File: src/source/mtrap_config.svh
`ifndef MTRAP_CONFIG_SVH
`define MTRAP_CONFIG_SVH

// Data width of the machine CSRs.
`define MTRAP_XLEN          32

// External interrupt lines, as numbered in mip and mie.
`define MTRAP_IRQ_LO        16
`define MTRAP_IRQ_HI        31

// Cycles mstatus.MIE must hold before an interrupt is taken, at least 2.
`define MTRAP_MIE_SETTLE    2

// AXI byte address width. CSR number sits in bits 13 to 2.
`define MTRAP_AXI_AW        14

// Machine CSR numbers.
`define MTRAP_CSR_MSTATUS   12'h300
`define MTRAP_CSR_MISA      12'h301
`define MTRAP_CSR_MEDELEG   12'h302
`define MTRAP_CSR_MIDELEG   12'h303
`define MTRAP_CSR_MIE       12'h304
`define MTRAP_CSR_MTVEC     12'h305
`define MTRAP_CSR_MSTATUSH  12'h310
`define MTRAP_CSR_MSCRATCH  12'h340
`define MTRAP_CSR_MEPC      12'h341
`define MTRAP_CSR_MCAUSE    12'h342
`define MTRAP_CSR_MTVAL     12'h343
`define MTRAP_CSR_MIP       12'h344
`define MTRAP_CSR_MVENDORID 12'hf11
`define MTRAP_CSR_MARCHID   12'hf12
`define MTRAP_CSR_MIMPID    12'hf13
`define MTRAP_CSR_MHARTID   12'hf14
`define MTRAP_CSR_MCONFIGPTR 12'hf15

// RV32IM, MXL of 1 with the I and M bits.
`define MTRAP_MISA_VAL      32'h4000_1100

// AXI response codes.
`define MTRAP_RESP_OKAY     2'd0
`define MTRAP_RESP_SLVERR   2'd2

`endif

File: src/source/mtrap_pkg.sv
`include "mtrap_config.svh"

package mtrap_pkg;

    // One machine word.
    typedef logic [`MTRAP_XLEN-1:0] xword_t;

    // CSR number as carried on the bank port.
    typedef logic [11:0] csr_addr_t;

    // Trap or interrupt number, as stored in mcause.
    typedef logic [$clog2(`MTRAP_XLEN)-1:0] cause_t;

    // AXI response field.
    typedef logic [1:0] axi_resp_t;

    // Event taken by the trap unit in one cycle.
    typedef enum logic [1:0] {
        kind_none,
        kind_trap,
        kind_irq,
        kind_ret
    } trap_kind_e;

endpackage

File: src/source/csr_axil_slave.sv
`timescale 1ns/1ps
`include "mtrap_config.svh"

module csr_axil_slave import mtrap_pkg::*; (
    input  logic                       clk,
    input  logic                       rst,

    // Write address and data.
    input  logic                       awvalid,
    output logic                       awready,
    input  logic [`MTRAP_AXI_AW-1:0]   awaddr,
    input  logic                       wvalid,
    output logic                       wready,
    input  xword_t                     wdata,
    input  logic [`MTRAP_XLEN/8-1:0]   wstrb,

    // Write response.
    output logic                       bvalid,
    input  logic                       bready,
    output axi_resp_t                  bresp,

    // Read address and data.
    input  logic                       arvalid,
    output logic                       arready,
    input  logic [`MTRAP_AXI_AW-1:0]   araddr,
    output logic                       rvalid,
    input  logic                       rready,
    output xword_t                     rdata,
    output axi_resp_t                  rresp,

    // CSR bank port.
    output csr_addr_t                  csr_addr,
    output logic                       csr_we,
    output xword_t                     csr_wdata,
    input  xword_t                     csr_rdata,
    input  logic                       csr_exists,
    input  logic                       csr_rdonly
);
    // Write accepted this cycle.
    logic wr_go;
    // Read accepted this cycle.
    logic rd_go;
    // Target may be written.
    logic wr_ok;

    // Address and data must both be present, and the B slot free.
    assign wr_go = awvalid && wvalid && !bvalid;
    // Read waits for a free R slot and yields to a write.
    assign rd_go = arvalid && !rvalid && !wr_go;

    assign awready = wr_go;
    assign wready  = wr_go;
    assign arready = rd_go;

    // One shared bank port with the write first.
    assign csr_addr = wr_go ? awaddr[`MTRAP_AXI_AW-1:2] : araddr[`MTRAP_AXI_AW-1:2];

    // Partial strobes still write the whole word; wstrb is not decoded.
    assign csr_wdata = wdata;
    assign wr_ok     = csr_exists && !csr_rdonly;
    assign csr_we    = wr_go && wr_ok;

    // Write response handshake.
    always_ff @(posedge clk) begin
        if (rst) begin
            bvalid <= 1'b0;
        end else if (wr_go) begin
            bvalid <= 1'b1;
        end else if (bready) begin
            bvalid <= 1'b0;
        end
    end

    // Held until bready, since no new write gets in meanwhile.
    always_ff @(posedge clk) begin
        if (wr_go) begin
            bresp <= wr_ok ? `MTRAP_RESP_OKAY : `MTRAP_RESP_SLVERR;
        end
    end

    // Read response handshake.
    always_ff @(posedge clk) begin
        if (rst) begin
            rvalid <= 1'b0;
        end else if (rd_go) begin
            rvalid <= 1'b1;
        end else if (rready) begin
            rvalid <= 1'b0;
        end
    end

    // Bank already returns zero for an unknown CSR.
    always_ff @(posedge clk) begin
        if (rd_go) begin
            rdata <= csr_rdata;
            rresp <= csr_exists ? `MTRAP_RESP_OKAY : `MTRAP_RESP_SLVERR;
        end
    end

endmodule

File: src/source/irq_prioritizer.sv
`timescale 1ns/1ps
`include "mtrap_config.svh"

module irq_prioritizer import mtrap_pkg::*; (
    input  logic                                 clk,
    input  logic                                 rst,
    // External lines, numbered as in mip.
    input  logic [`MTRAP_IRQ_HI:`MTRAP_IRQ_LO]   irq,
    input  xword_t                               mie,
    input  logic                                 mstatus_mie,
    output logic                                 irq_pending,
    output cause_t                               irq_cause,
    // Latched lines, read back through mip.
    output xword_t                               irq_ip
);
    // Past values of mstatus.MIE, newest in bit 0.
    logic [`MTRAP_MIE_SETTLE-1:0] mie_hist;
    // Pending and enabled lines.
    xword_t masked;

    // Lines are registered once; the low causes are never external.
    always_ff @(posedge clk) begin
        if (rst) begin
            irq_ip <= '0;
        end else begin
            irq_ip <= {irq, {`MTRAP_IRQ_LO{1'b0}}};
        end
    end

    always_ff @(posedge clk) begin
        if (rst) begin
            mie_hist <= '0;
        end else begin
            mie_hist <= {mie_hist[`MTRAP_MIE_SETTLE-2:0], mstatus_mie};
        end
    end

    assign masked = irq_ip & mie;

    // Scan from the top so the lowest set line wins.
    always_comb begin
        irq_cause = '0;
        for (int i = `MTRAP_IRQ_HI; i >= `MTRAP_IRQ_LO; i--) begin
            if (masked[i]) begin
                irq_cause = cause_t'(i);
            end
        end
    end

    // Enable must have settled and still be set now.
    assign irq_pending = (|masked) && (&mie_hist) && mstatus_mie;

endmodule

File: src/source/trap_dispatch.sv
`timescale 1ns/1ps

module trap_dispatch import mtrap_pkg::*; (
    input  logic       clk,
    input  logic       rst,
    input  logic       irq_pending,
    input  cause_t     irq_cause,
    // Instruction boundary.
    input  logic       retire_valid,
    input  xword_t     retire_pc,
    // Synchronous trap.
    input  logic       trap_valid,
    input  cause_t     trap_cause,
    input  xword_t     trap_epc,
    input  logic       mret_valid,
    // Vector and return address from the bank.
    input  xword_t     mtvec,
    input  xword_t     mepc,
    output trap_kind_e event_kind,
    output cause_t     event_cause,
    output xword_t     event_epc,
    output logic       redirect_valid,
    output xword_t     redirect_pc
);
    // Interrupt, then trap, then MRET.
    always_comb begin
        event_kind  = kind_none;
        event_cause = '0;
        event_epc   = '0;
        if (irq_pending && retire_valid) begin
            // Interrupt lands at the retiring instruction.
            event_kind  = kind_irq;
            event_cause = irq_cause;
            event_epc   = retire_pc;
        end else if (trap_valid) begin
            event_kind  = kind_trap;
            event_cause = trap_cause;
            event_epc   = trap_epc;
        end else if (mret_valid) begin
            event_kind  = kind_ret;
        end
    end

    // One-cycle pulse after any accepted event.
    always_ff @(posedge clk) begin
        if (rst) begin
            redirect_valid <= 1'b0;
        end else begin
            redirect_valid <= (event_kind != kind_none);
        end
    end

    // Bank values are still the old ones at this edge.
    always_ff @(posedge clk) begin
        if (event_kind != kind_none) begin
            redirect_pc <= (event_kind == kind_ret) ? mepc : mtvec;
        end
    end

endmodule

File: src/source/csr_bank.sv
`timescale 1ns/1ps
`include "mtrap_config.svh"

module csr_bank import mtrap_pkg::*; #(
    // Value read from mhartid.
    parameter xword_t hartid = '0
) (
    input  logic       clk,
    input  logic       rst,
    // Access port.
    input  csr_addr_t  csr_addr,
    input  logic       csr_we,
    input  xword_t     csr_wdata,
    // Event taken this cycle.
    input  trap_kind_e event_kind,
    input  cause_t     event_cause,
    input  xword_t     event_epc,
    input  xword_t     irq_ip,
    output xword_t     csr_rdata,
    output logic       csr_exists,
    output logic       csr_rdonly,
    output xword_t     mie,
    output logic       mstatus_mie,
    output xword_t     mtvec,
    output xword_t     mepc
);
    // mstatus.MPIE.
    logic   mpie;
    // mstatus.MIE.
    logic   mie_bit;
    xword_t mscratch;
    // mcause interrupt flag.
    logic   mcause_int;
    // mcause number.
    cause_t mcause_no;

    assign mstatus_mie = mie_bit;

    // Read decode.
    always_comb begin
        csr_rdata  = '0;
        csr_exists = 1'b1;
        csr_rdonly = 1'b0;
        case (csr_addr)
            `MTRAP_CSR_MSTATUS: begin
                csr_rdata[7] = mpie;
                csr_rdata[3] = mie_bit;
            end
            `MTRAP_CSR_MISA:     csr_rdata = `MTRAP_MISA_VAL;
            `MTRAP_CSR_MIE:      csr_rdata = mie;
            `MTRAP_CSR_MTVEC:    csr_rdata = mtvec;
            // Only enabled lines show as pending.
            `MTRAP_CSR_MIP:      csr_rdata = irq_ip & mie;
            `MTRAP_CSR_MSCRATCH: csr_rdata = mscratch;
            `MTRAP_CSR_MEPC:     csr_rdata = mepc;
            `MTRAP_CSR_MCAUSE: begin
                csr_rdata = {mcause_int, {(`MTRAP_XLEN - 1 - $bits(cause_t)){1'b0}}, mcause_no};
            end
            // No delegation, no mstatush fields, no trap value.
            `MTRAP_CSR_MEDELEG, `MTRAP_CSR_MIDELEG, `MTRAP_CSR_MSTATUSH, `MTRAP_CSR_MTVAL: begin
                csr_rdata = '0;
            end
            // Identification, all zero.
            `MTRAP_CSR_MVENDORID, `MTRAP_CSR_MARCHID, `MTRAP_CSR_MIMPID,
            `MTRAP_CSR_MCONFIGPTR: begin
                csr_rdonly = 1'b1;
            end
            `MTRAP_CSR_MHARTID: begin
                csr_rdata  = hartid;
                csr_rdonly = 1'b1;
            end
            default: csr_exists = 1'b0;
        endcase
    end

    // Update order is MRET, then trap or interrupt, then bus write.
    always_ff @(posedge clk) begin
        if (rst) begin
            mpie       <= 1'b0;
            mie_bit    <= 1'b0;
            mie        <= '0;
            mtvec      <= '0;
            mscratch   <= '0;
            mepc       <= '0;
            mcause_int <= 1'b0;
            mcause_no  <= '0;
        end else if (event_kind == kind_ret) begin
            mie_bit <= mpie;
        end else if (event_kind == kind_trap || event_kind == kind_irq) begin
            // Save enable and disable further interrupts.
            mpie       <= mie_bit;
            mie_bit    <= 1'b0;
            mepc       <= {event_epc[`MTRAP_XLEN-1:1], 1'b0};
            mcause_int <= (event_kind == kind_irq);
            mcause_no  <= event_cause;
        end else if (csr_we) begin
            case (csr_addr)
                `MTRAP_CSR_MSTATUS: begin
                    mpie    <= csr_wdata[7];
                    mie_bit <= csr_wdata[3];
                end
                `MTRAP_CSR_MIE:      mie <= csr_wdata;
                // Direct mode only.
                `MTRAP_CSR_MTVEC:    mtvec <= {csr_wdata[`MTRAP_XLEN-1:2], 2'b00};
                `MTRAP_CSR_MSCRATCH: mscratch <= csr_wdata;
                `MTRAP_CSR_MEPC:     mepc <= {csr_wdata[`MTRAP_XLEN-1:1], 1'b0};
                `MTRAP_CSR_MCAUSE: begin
                    mcause_int <= csr_wdata[`MTRAP_XLEN-1];
                    mcause_no  <= csr_wdata[$bits(cause_t)-1:0];
                end
                // other CSRs ignore writes
                default: ;
            endcase
        end
    end

endmodule

File: src/source/mtrap_unit.sv
`timescale 1ns/1ps
`include "mtrap_config.svh"

module mtrap_unit import mtrap_pkg::*; #(
    // Value read from mhartid.
    parameter xword_t hartid = '0
) (
    input  logic                                 clk,
    input  logic                                 rst,
    input  logic [`MTRAP_IRQ_HI:`MTRAP_IRQ_LO]   irq,
    // Events from the core.
    input  logic                                 retire_valid,
    input  xword_t                               retire_pc,
    input  logic                                 trap_valid,
    input  cause_t                               trap_cause,
    input  xword_t                               trap_epc,
    input  logic                                 mret_valid,
    output logic                                 redirect_valid,
    output xword_t                               redirect_pc,
    // AXI4-Lite CSR access.
    input  logic                                 awvalid,
    output logic                                 awready,
    input  logic [`MTRAP_AXI_AW-1:0]             awaddr,
    input  logic                                 wvalid,
    output logic                                 wready,
    input  xword_t                               wdata,
    input  logic [`MTRAP_XLEN/8-1:0]             wstrb,
    output logic                                 bvalid,
    input  logic                                 bready,
    output axi_resp_t                            bresp,
    input  logic                                 arvalid,
    output logic                                 arready,
    input  logic [`MTRAP_AXI_AW-1:0]             araddr,
    output logic                                 rvalid,
    input  logic                                 rready,
    output xword_t                               rdata,
    output axi_resp_t                            rresp
);
    // Bus side of the bank.
    csr_addr_t  csr_addr;
    logic       csr_we;
    xword_t     csr_wdata;
    xword_t     csr_rdata;
    logic       csr_exists;
    logic       csr_rdonly;
    // Interrupt state.
    xword_t     mie;
    logic       mstatus_mie;
    xword_t     irq_ip;
    logic       irq_pending;
    cause_t     irq_cause;
    // Event path.
    trap_kind_e event_kind;
    cause_t     event_cause;
    xword_t     event_epc;
    xword_t     mtvec;
    xword_t     mepc;

    csr_axil_slave i_axil (.*);

    irq_prioritizer i_irq (.*);

    trap_dispatch i_dispatch (.*);

    csr_bank #(.hartid(hartid)) i_bank (.*);

endmodule

File: config.mk
export PLATFORM = sky130hd
export DESIGN_NAME = mtrap_unit
export DESIGN_NICKNAME = d
export VERILOG_FILES = /design/src/source/mtrap_pkg.sv /design/src/source/csr_axil_slave.sv /design/src/source/irq_prioritizer.sv /design/src/source/trap_dispatch.sv /design/src/source/csr_bank.sv /design/src/source/mtrap_unit.sv
export VERILOG_INCLUDE_DIRS = /design/src /design/src/source
export SDC_FILE = /design/constraint.sdc
export NUM_CORES = 1
export LEC_CHECK = 0
export BUFFER_PORTS_ARGS = -buffer_cell sky130_fd_sc_hd__clkbuf_2
export CORE_ASPECT_RATIO = 0.8
export CORE_MARGIN = 10
export CORE_UTILIZATION = 56
export CTS_CLUSTER_DIAMETER = 80
export DETAILED_ROUTE_END_ITERATION = 12
export HOLD_SLACK_MARGIN = 0.03
export MAX_ROUTING_LAYER = met4
export PLACE_DENSITY = 0.83
export SLEW_MARGIN = 15
export SYNTH_ARGS = -nofsm -noshare
export SYNTH_HDL_FRONTEND = slang
export SYNTH_HIERARCHICAL = 1
export SYNTH_SLANG_ARGS = --single-unit
File: constraint.sdc
create_clock -name clk -period 4.4 [get_ports clk]
set_input_delay 0.66 -clock clk [delete_from_list [all_inputs] [get_ports clk]]
set_output_delay 0.66 -clock clk [all_outputs]
set_load 0.05 [all_outputs]
==> reports/qor.txt, run 1 <==
Status = finished, final reports clean
Initial DRC count = 1548
Crit path time final = 3.99 ns
Setup CP Type = flop to flop
CTS max path bufs = 3
Grt ovf = 0
R2r setup slk = 0.41 ns
Mapped Area = 0.0114 mm²
Clk root buf = clkbuf_16
Yosys warns = 6
Total Nets Final = 1528
Syn Inst Count = 1223
Chip width = 180 µm
Die Y = 148 µm
Worst flop-to-flop path startpoint = i_axil/bvalid$_SDFFE_PP0P_
Hold Path Cell Cnt = 2
Number of global-route vias before repair = 10300
CP required = 4.74 ns
CP Capture Type = flop
Drt first pass iters = 5
Cells along the critical path = nand3b_4 -> mux2_2 -> or4_4 -> o32ai_1 -> a21o_1 -> nand2b_1 -> nor2_1 -> buf_4 -> and2_1 -> nand2_1 -> buf_12 -> o21ai_0 -> a21oi_1
Placed Cells incl. Taps = 1605
Antenna violations before repair = 1
Max stage delay on crit path = 0.58 ns
Worst-path clk slew = 0.06 ns
Worst slew margin = 22.5%
Placed cell area = 0.0124 mm²
Fin. Hold Viols = 0
Final Cell Area = 0.0132 mm²
R2R cell count = 13
Detailed Route WL = 37000 µm
GPL Wtd Cong = 0.995
Hold Crit Start = rready
P&R area growth vs syn = 15.4%
Final Cycle Share = 90.7%
Worst slew pin tran = 1.16 ns
Setup-failing EPs final = 0
Cts hold-fix bufs = 0
Mean area per synthesized cell = 9.33 µm²
Clk sinks = 220
Worst Hold Class = primary input to flop
VDD IR max = 0.000240 V
Reg2reg end = i_bank/mtvec[20]$_SDFFE_PP0P_
End point of the worst hold path = i_axil/rvalid$_SDFFE_PP0P_
Die area = 0.0265 mm²
IO Port Bufs = 220
End-of-flow core utilization = 66.1%
Io pins = 233
Resize count post-CTS = 0
Layout Cells excl Fill = 1647
RSZ-0062 raised after global routing = false
Largest net degree at the start of global routing = 98
Layout cells sized above 1 = 29.3%
Max Cap Violations = 0
CORE AREA = 0.0199 mm²
Vias per cell = 6.34
CTS H-tree lvls = 1
Vias post-DR = 10400
Max FO, Critical Path = 19
CP Launch Type = flop
Post-CTS Setup Repair Bufs = 0
Clock Skews = 0.0119 ns
Initial core utilization = 57.3%
Cell Pwr Density = 369 mW/mm²
F_max = 250 MHz
Detail Placement HPWL = 24800 µm
GRT Util Overall = 27.0%
Rows = 46
First-pass GRT wire length = 57000 µm
Final Max Slew Viols = 0
Setup TNS = 0 ns
Hold_ws = 0.356 ns
Final ANT Viol Nets = 0
WP data arrival = 4.33 ns
Detailed-route DRC error count = 0
Num CTS Buffers = 23
Slowest CP cell = or4_4
Leak pwr = 5.43 nW
Clock latency on the worst-skew pair = 0.51 ns
Routed len/inst = 22.5 µm
CTS tree = done
worst max-delay path by stage:
| stage | start | end | slack [ns] | cells after the start |
|---|---|---|---|---|
| after global placement | wvalid | i_bank/mtvec[23]$_SDFFE_PP0P_ | 0.27 | 14 |
| after global routing | i_axil/bvalid$_SDFFE_PP0P_ | i_bank/mtvec[20]$_SDFFE_PP0P_ | 0.21 | 13 |
| final | i_axil/bvalid$_SDFFE_PP0P_ | i_bank/mtvec[20]$_SDFFE_PP0P_ | 0.41 | 13 |
| after detailed placement | wvalid | i_bank/mtvec[20]$_SDFFE_PP0P_ | 0.18 | 14 |
| after floorplan | i_axil/bvalid$_SDFFE_PP0P_ | i_bank/mepc[1]$_SDFFE_PP0P_ | 0.38 | 17 |
| after CTS | i_axil/bvalid$_SDFFE_PP0P_ | i_bank/mtvec[20]$_SDFFE_PP0P_ | 0.52 | 13 |
layer usage:
layer | GRT usage (%) | up-vias | wire [µm]
met5 | - | - | 0
met4 | 9.12 | 0 | 1200
met3 | 6.10 | 102 | 4170
met2 | 41.0 | 745 | 16400
met1 | 35.0 | 4906 | 15300
li1 | - | 4686 | -
cells in the final DEF (no fill, tap or decap), drive strengths merged, types with 5 or more instances in the layout:
| cell type | count |
|---|---|
| clkbuf | 252 |
| nor4 | 7 |
| inv | 11 |
| nand2b | 9 |
| nor2 | 11 |
| nand3 | 104 |
| dfxtp | 154 |
| a22oi | 7 |
| edfxtp | 66 |
| buf | 42 |
| clkinv | 7 |
| a221oi | 5 |
| a22o | 26 |
| a211oi | 33 |
| a21oi | 109 |
| a32oi | 6 |
| conb | 21 |
| mux2 | 48 |
| a21o | 5 |
| nand2 | 155 |
| mux2i | 53 |
| o22ai | 22 |
| nor2b | 23 |
| o21ai | 93 |
| nor3 | 47 |
worst max-delay path: cells and delay by family, from the launching register on:
family / cells / cell delay, ns
buffers and inverters: 2 / 0.49
AO/OA/AOI/OAI: 4 / 0.58
multiplexers: 1 / 0.41
flip-flops: 1 / 0.36
AND/OR/NAND/NOR: 6 / 1.97
where the power goes:
| part | internal, mW | total [mW] | switching (mW) |
|---|---|---|---|
| Sequential | 2.17 | 2.23 | 0.0570 |
| Combinational | 0.230 | 0.667 | 0.437 |
| Clock | 1.16 | 1.96 | 0.797 |
through the flow:
| stage | total power, mW | setup slack, ns |
|---|---|---|
| final | 4.86 | 0.408 |
| after global routing | 5.00 | 0.209 |
| after CTS | 4.86 | 0.522 |
| after detailed placement | 2.92 | 0.181 |
| after global placement | 2.91 | 0.271 |
| after floorplan | 2.74 | 0.380 |
flip-flops by register name, indices dropped and copies added (netlist names), 2 cells and up:
register / count
i_bank/mie: 32
i_axil/rdata: 32
i_bank/mscratch: 32
i_dispatch/redirect_pc: 32
i_bank/mcause_no: 5
i_bank/mtvec: 30
i_irq/mie_hist: 2
i_irq/irq_ip: 16
i_bank/mepc: 31
layout make-up:
class                      count  area, µm²
tap                          264        330
sequential                   220       5060
fill                        1582       6750
antenna                        1       2.50
clock inverter                 8       41.3
inverter                      10       37.5
multi-input combinational    850       5500
timing repair buffer         261       1450
clock buffer                  33        737
No activity file was read; power rests on OpenSTA's default activity.
==> run 2, diff against run 1 <==
--- a/config.mk
+++ b/config.mk
@@ -9,12 +9,12 @@
 export BUFFER_PORTS_ARGS = -buffer_cell sky130_fd_sc_hd__clkbuf_2
 export CORE_ASPECT_RATIO = 0.8
 export CORE_MARGIN = 10
-export CORE_UTILIZATION = 56
+export CORE_UTILIZATION = 50
 export CTS_CLUSTER_DIAMETER = 80
 export DETAILED_ROUTE_END_ITERATION = 12
 export HOLD_SLACK_MARGIN = 0.03
 export MAX_ROUTING_LAYER = met4
-export PLACE_DENSITY = 0.83
+export PLACE_DENSITY = 0.79
 export SLEW_MARGIN = 15
 export SYNTH_ARGS = -nofsm -noshare
 export SYNTH_HDL_FRONTEND = slang
==> constraint.sdc (replaced) <==
create_clock -name clk -period 3.2 [get_ports clk]
set_input_delay 0.48 -clock clk [delete_from_list [all_inputs] [get_ports clk]]
set_output_delay 0.48 -clock clk [all_outputs]
set_load 0.05 [all_outputs]
==> reports/qor.txt, run 2 (same netlist as run 1, synthesis figures left out) <==
Status = finished, violations left
Failing checks = setup timing
Initial core utilization = 50.8% (-6.4 points)
Met1 Resource Use GR = 33.6% (-1.4 points)
Initial DRC count = 1436 (-7.2%)
Drt first pass iters = 6 (+1)
Detailed-route DRC error count = 0 (unchanged)
Clk sinks = 220 (unchanged)
Worst slew margin = 53.5% (+31 points)
Hold_ws = 0.175 ns (-0.181 ns)
Leak pwr = 5.88 nW (+8.3%)
Worst slew pin tran = 0.697 ns (-0.465 ns)
R2R cell count = 14 (+1)
Clock Skews = 0.0168 ns (+0.00493 ns)
GRT Util Overall = 26.2% (-0.73 points)
Total Nets Final = 1596 (+4.5%)
Grt ovf = 0 (unchanged)
CP Capture Type = flop
CP Launch Type = flop
Hold Crit Start = irq[17]
CTS H-tree lvls = 1 (unchanged)
Detail Placement HPWL = 26700 µm (+7.9%)
Max FO, Critical Path = 8 (-11)
Commonest non-fill, non-tap cell in the layout = clkbuf_2
Crit path time final = 3.46 ns (-0.531 ns)
Final ANT Viol Nets = 0 (unchanged)
Clock latency on the worst-skew pair = 0.52 ns (about the same)
IO Port Bufs = 220 (unchanged)
Met3 Resource Use GR = 5.83% (-0.27 points)
Final worst slack = -0.261 ns (-0.669 ns)
Num CTS Buffers = 23 (unchanged)
End point of the worst hold path = i_irq/irq_ip[17]$_SDFF_PP0_
Final Cycle Share = 108% (+17 points)
Io pins = 233 (unchanged)
Cts hold-fix bufs = 0 (unchanged)
CTS max path bufs = 3 (unchanged)
Fin. Hold Viols = 0 (unchanged)
Cell Pwr Density = 484 mW/mm² (+31%)
GR peak layer = met2
M2 GR Usage = 41.0% (about the same)
First-pass GRT wire length = 60200 µm (+5.6%)
Vias per cell = 6.22 (-1.9%)
CTS tree = done
GPL Wtd Cong = 0.962 (-3.3%)
Vias post-DR = 10900 (+4.6%)
Hold Path Cell Cnt = 2 (unchanged)
Final Max Slew Viols = 0 (unchanged)
Clk root buf = clkbuf_16
Rows = 49 (+6.5%)
Worst Hold Class = primary input to flop
Setup CP Type = flop to flop
WP data arrival = 3.82 ns (-0.51 ns)
VDD IR max = 0.000348 V (+45%)
Antenna violations before repair = 0 (-1)
Layout cells sized above 1 = 34.5% (+5.2 points)
Reg2reg end = i_bank/mepc[25]$_SDFFE_PP0P_
CORE AREA = 0.0224 mm² (+13%)
Largest net degree at the start of global routing = 59 (-40%)
F_max = 289 MHz (+15%)
Die area = 0.0293 mm² (+10%)
Most frequent cells in the layout = clkbuf_2, dfxtp_1, nand2_1
Number of global-route vias before repair = 10500 (+2.8%)
Chip width = 189 µm (+5.2%)
Routed len/inst = 22.8 µm (+1.4%)
CP required = 3.56 ns (-1.18 ns)
Worst flop-to-flop path startpoint = i_axil/bvalid$_SDFFE_PP0P_
Diode count = 0 (-1)
Die Y = 155 µm (+5.0%)
R2r setup slk = -0.26 ns (-0.67 ns)
Setup-failing EPs final = 31 (+31)
RSZ-0062 raised after global routing = true
Detailed Route WL = 40100 µm (+8.1%)
P&R area growth vs syn = 24.8%
Worst-path clk slew = 0.06 ns (about the same)
End-of-flow core utilization = 63.4% (-2.7 points)
Max Cap Violations = 0 (unchanged)
==> run 2: changes by cell type in the layout (fill, tap and decap cells not counted), moves of 5 or more <==
cell | previous run | this run
buf_4 | 39 | 75
buf_6 | 0 | 16
a211oi_1 | 33 | 18
a211oi_2 | 0 | 15
buf_12 | 3 | 12
clkbuf_1 | 1 | 8
clkinv_2 | 7 | 0
a221oi_1 | 5 | 0
a221oi_2 | 0 | 5
==> run 2: worst max-delay path by stage <==
| stage | slack (ns) | start | cells after the start | to |
|---|---|---|---|---|
| floorplan | -0.24 | i_axil/bvalid$_SDFFE_PP0P_ | 17 | i_bank/mepc[1]$_SDFFE_PP0P_ |
| global placement | -0.36 | wvalid | 13 | i_bank/mepc[5]$_SDFFE_PP0P_ |
| detailed placement | -0.46 | wvalid | 13 | i_bank/mepc[12]$_SDFFE_PP0P_ |
| CTS | -0.12 | i_axil/bvalid$_SDFFE_PP0P_ | 14 | i_bank/mepc[25]$_SDFFE_PP0P_ |
| global route | -0.35 | i_axil/bvalid$_SDFFE_PP0P_ | 14 | i_bank/mepc[22]$_SDFFE_PP0P_ |
| finish | -0.26 | i_axil/bvalid$_SDFFE_PP0P_ | 14 | i_bank/mepc[25]$_SDFFE_PP0P_ |
==> run 2: power breakdown <==
part           leakage [nW]  switching [mW]  internal (mW)
combinational          3.54           0.668          0.402
clock                 0.369            1.11           1.65
sequential             1.97          0.0816           2.99
==> run 2: per-stage QoR <==
step	total power [mW]	TNS (ns)	cells	setup slack, ns	instance area, µm²
after detailed placement	4.07	-16.09	1687	-0.458	12800
final	6.90	-7.52	1756	-0.261	14200
after floorplan	3.79	-7.40	1241	-0.243	11600
after CTS	6.86	-3.42	1754	-0.118	14000
after global routing	7.09	-12.81	1756	-0.353	14200
after global placement	4.05	-11.52	1687	-0.362	12800
==> run 2: cell type report <==
cell class | count | area, µm²
Clock inverter | 7 | 121
Tap cell | 306 | 383
Inverter | 10 | 37.5
Fill cell | 1840 | 8200
Timing Repair Buffer | 328 | 2240
Multi-Input combinational cell | 851 | 5740
Sequential cell | 220 | 5070
Clock buffer | 34 | 647
==> run 2: routing by layer <==
layer	up-vias	wire length, µm
li1	4808	-
met1	5136	15900
met2	853	17900
met3	122	4990
met4	0	1260
met5	-	0
==> run 2: worst max-delay path, stage by stage, from the launching register on <==
cell,delay (ns)
dfxtp_4,0.35
nand3b_4,0.19
mux2_4,0.35
or3_4,0.40
o32ai_2,0.29
a21o_1,0.19
nand2b_1,0.10
nor2_2,0.11
or4b_4,0.49
nor4_4,0.18
buf_6,0.18
or2_4,0.16
buf_4,0.12
buf_12,0.12
a211oi_1,0.07
==> run 2: what timing repair did <==
item	CTS	global route
cloned	5	2
setup buffers	21	5
endpoints found under the setup margin	31	133
resized for setup	34	30
pin swaps	10	15
==> run 3, diff against run 2 <==
--- a/config.mk
+++ b/config.mk
@@ -13,8 +13,8 @@
 export CTS_CLUSTER_DIAMETER = 80
 export DETAILED_ROUTE_END_ITERATION = 12
 export HOLD_SLACK_MARGIN = 0.03
-export MAX_ROUTING_LAYER = met4
 export PLACE_DENSITY = 0.79
+export SKIP_LAST_GASP = 1
 export SLEW_MARGIN = 15
 export SYNTH_ARGS = -nofsm -noshare
 export SYNTH_HDL_FRONTEND = slang
==> reports/qor.txt, run 3 (same netlist as run 1, synthesis figures left out) <==
VDD IR max = 0.000308 V (-12%)
Largest net degree at the start of global routing = 58 (-1.7%)
Worst flop-to-flop path startpoint = i_axil/bvalid$_SDFFE_PP0P_
Setup-failing EPs final = 33 (+6.5%)
CP Capture Type = flop
CTS tree = done
Detailed Route WL = 39500 µm (-1.5%)
Routed len/inst = 22.6 µm (-1.0%)
Area of the multi-input gates = 0.00568 mm² (-0.96%)
Layout cells sized above 1 = 33.9% (-0.55 points)
Layout Cells excl Fill = 1748 (-0.46%)
Total power = 6.88 mW (-0.30%)
Num CTS Buffers = 23 (unchanged)
Worst Hold Class = primary input to flop
Detailed-route DRC error count = 0 (unchanged)
Most frequent cells in the layout = clkbuf_2, dfxtp_1, nand2_1
Die Y = 155 µm (unchanged)
CTS max path bufs = 3 (unchanged)
GRT Util Overall = 25.5% (-0.72 points)
Cts hold-fix bufs = 0 (unchanged)
Rows = 49 (unchanged)
Hold Path Cell Cnt = 2 (unchanged)
Number of global-route vias before repair = 10400 (-1.2%)
CP required = 3.58 ns (+0.02 ns)
Final worst slack = -0.133 ns (+0.128 ns)
Status = finished, violations left
Final Max Slew Viols = 0 (unchanged)
Max FO, Critical Path = 8 (unchanged)
Vias post-DR = 10700 (-2.4%)
Worst slew margin = 51.8% (-1.7 points)
GPL Wtd Cong = 0.934 (-3.0%)
Setup CP Type = flop to flop
Fin. Hold Viols = 0 (unchanged)
Initial DRC count = 1536 (+7.0%)
Cells along the critical path = nand3b_4 -> mux2_4 -> or4_4 -> o32ai_4 -> a21o_1 -> nand2b_1 -> nor2_2 -> or4b_4 -> nor4_4 -> buf_6 -> or2_4 -> buf_12 -> a211oi_1
First-pass GRT wire length = 60200 µm (unchanged)
End point of the worst hold path = i_irq/irq_ip[16]$_SDFF_PP0_
Initial core utilization = 50.8% (unchanged)
Largest delay share family, worst path = simple AND/OR/NAND/NOR gates
Final ANT Viol Nets = 0 (unchanged)
Leak pwr = 5.78 nW (-1.8%)
Vias per cell = 6.09 (-2.0%)
Die area = 0.0293 mm² (unchanged)
Filler cells = 1877 (+2.0%)
Failing checks = setup timing
Total Nets Final = 1586 (-0.63%)
Clk sinks = 220 (unchanged)
Clock latency on the worst-skew pair = 0.52 ns (about the same)
RSZ-0062 raised after global routing = true
Max stage delay on crit path = 0.55 ns (+0.06 ns)
Worst-path clk slew = 0.06 ns (about the same)
Crit path buffers/inverters = 2 (-1)
Drt first pass iters = 6 (unchanged)
Chip width = 189 µm (unchanged)
Register Area = 0.00507 mm² (unchanged)
Cell Pwr Density = 493 mW/mm² (+1.7%)
Worst slew pin tran = 0.722 ns (+0.0249 ns)
Max Cap Violations = 0 (unchanged)
IO Port Bufs = 220 (unchanged)
Clock Skews = 0.0209 ns (+0.00407 ns)
Placed Cells incl. Taps = 1686 (-0.059%)
Slowest CP cell = or4_4
R2r setup slk = -0.13 ns (+0.13 ns)
Reg2reg end = i_bank/mepc[27]$_SDFFE_PP0P_
Hold_ws = 0.168 ns (-0.00750 ns)
P&R area growth vs syn = 22.3%
End-of-flow core utilization = 62.2% (-1.3 points)
Commonest non-fill, non-tap cell in the layout = clkbuf_2
R2R cell count = 13 (-1)
Antenna violations before repair = 1 (+1)
F_max = 300 MHz (+3.8%)
CORE AREA = 0.0224 mm² (unchanged)
Detail Placement HPWL = 26400 µm (-1.3%)
Clk root buf = clkbuf_16
Hold Crit Start = irq[16]
CP Launch Type = flop
WP data arrival = 3.71 ns (-0.11 ns)
Io pins = 233 (unchanged)
Final Cycle Share = 104% (-4.0 points)
Crit path time final = 3.33 ns (-0.128 ns)
Grt ovf = 0 (unchanged)
CTS H-tree lvls = 1 (unchanged)
## run 3: cell types whose count changed in the layout (fill, tap and decap cells not counted), moves of 5 or more
cell / change
clkinv_2: +5
clkbuf_1: -5
buf_6: -8
buf_4: +6
## run 3: worst max-delay path by stage
stage,start,to,slack [ns],depth (start not counted)
after CTS,i_axil/bvalid$_SDFFE_PP0P_,i_bank/mepc[27]$_SDFFE_PP0P_,-0.16,14
final,i_axil/bvalid$_SDFFE_PP0P_,i_bank/mepc[27]$_SDFFE_PP0P_,-0.13,13
after global routing,i_axil/bvalid$_SDFFE_PP0P_,i_bank/mepc[10]$_SDFFE_PP0P_,-0.26,14
after detailed placement,wvalid,i_bank/mepc[27]$_SDFFE_PP0P_,-0.53,13
after floorplan,i_axil/bvalid$_SDFFE_PP0P_,i_bank/mepc[1]$_SDFFE_PP0P_,-0.24,17
after global placement,wvalid,i_bank/mepc[14]$_SDFFE_PP0P_,-0.36,13
## run 3: cell type report
class | count | area share, %
inverters | 10 | 0.269
repair buffers | 318 | 14.3
well taps | 306 | 2.74
flip-flops and latches | 220 | 36.3
diodes | 1 | 0.0179
multi-input cells | 851 | 40.7
clock buffers | 30 | 4.76
clock inverters | 12 | 0.888
## run 3: what timing repair did
action	4_1_cts	5_1_grt
endpoints found under the hold margin	0	0
gates resized for setup	33	17
buffers inserted	22	1
setup endpoints to repair	34	103
pin swaps	5	8
gates cloned	5	0
## run 3: stage by stage
stage | setup TNS, ns | worst slack, ns | instance area [µm²]
floorplan | -7.40 | -0.243 | 11600
global placement | -11.11 | -0.361 | 12800
detailed placement | -19.28 | -0.534 | 12800
CTS | -3.35 | -0.159 | 14000
global route | -8.80 | -0.263 | 14000
finish | -3.32 | -0.133 | 14000
## run 3: layer usage
metal  track usage [%]  share of wire, %
met5                 0                 0
met2              40.7                45
met1              33.8                39
met3              6.66                13
met4              6.26               2.7
## run 3: where the power goes
part / total, mW / leakage (nW) / internal, mW / switching [mW]
Sequential: 3.06 / 1.97 / 2.98 / 0.0800
Clock: 2.78 / 0.393 / 1.64 / 1.15
Combinational: 1.03 / 3.41 / 0.380 / 0.647
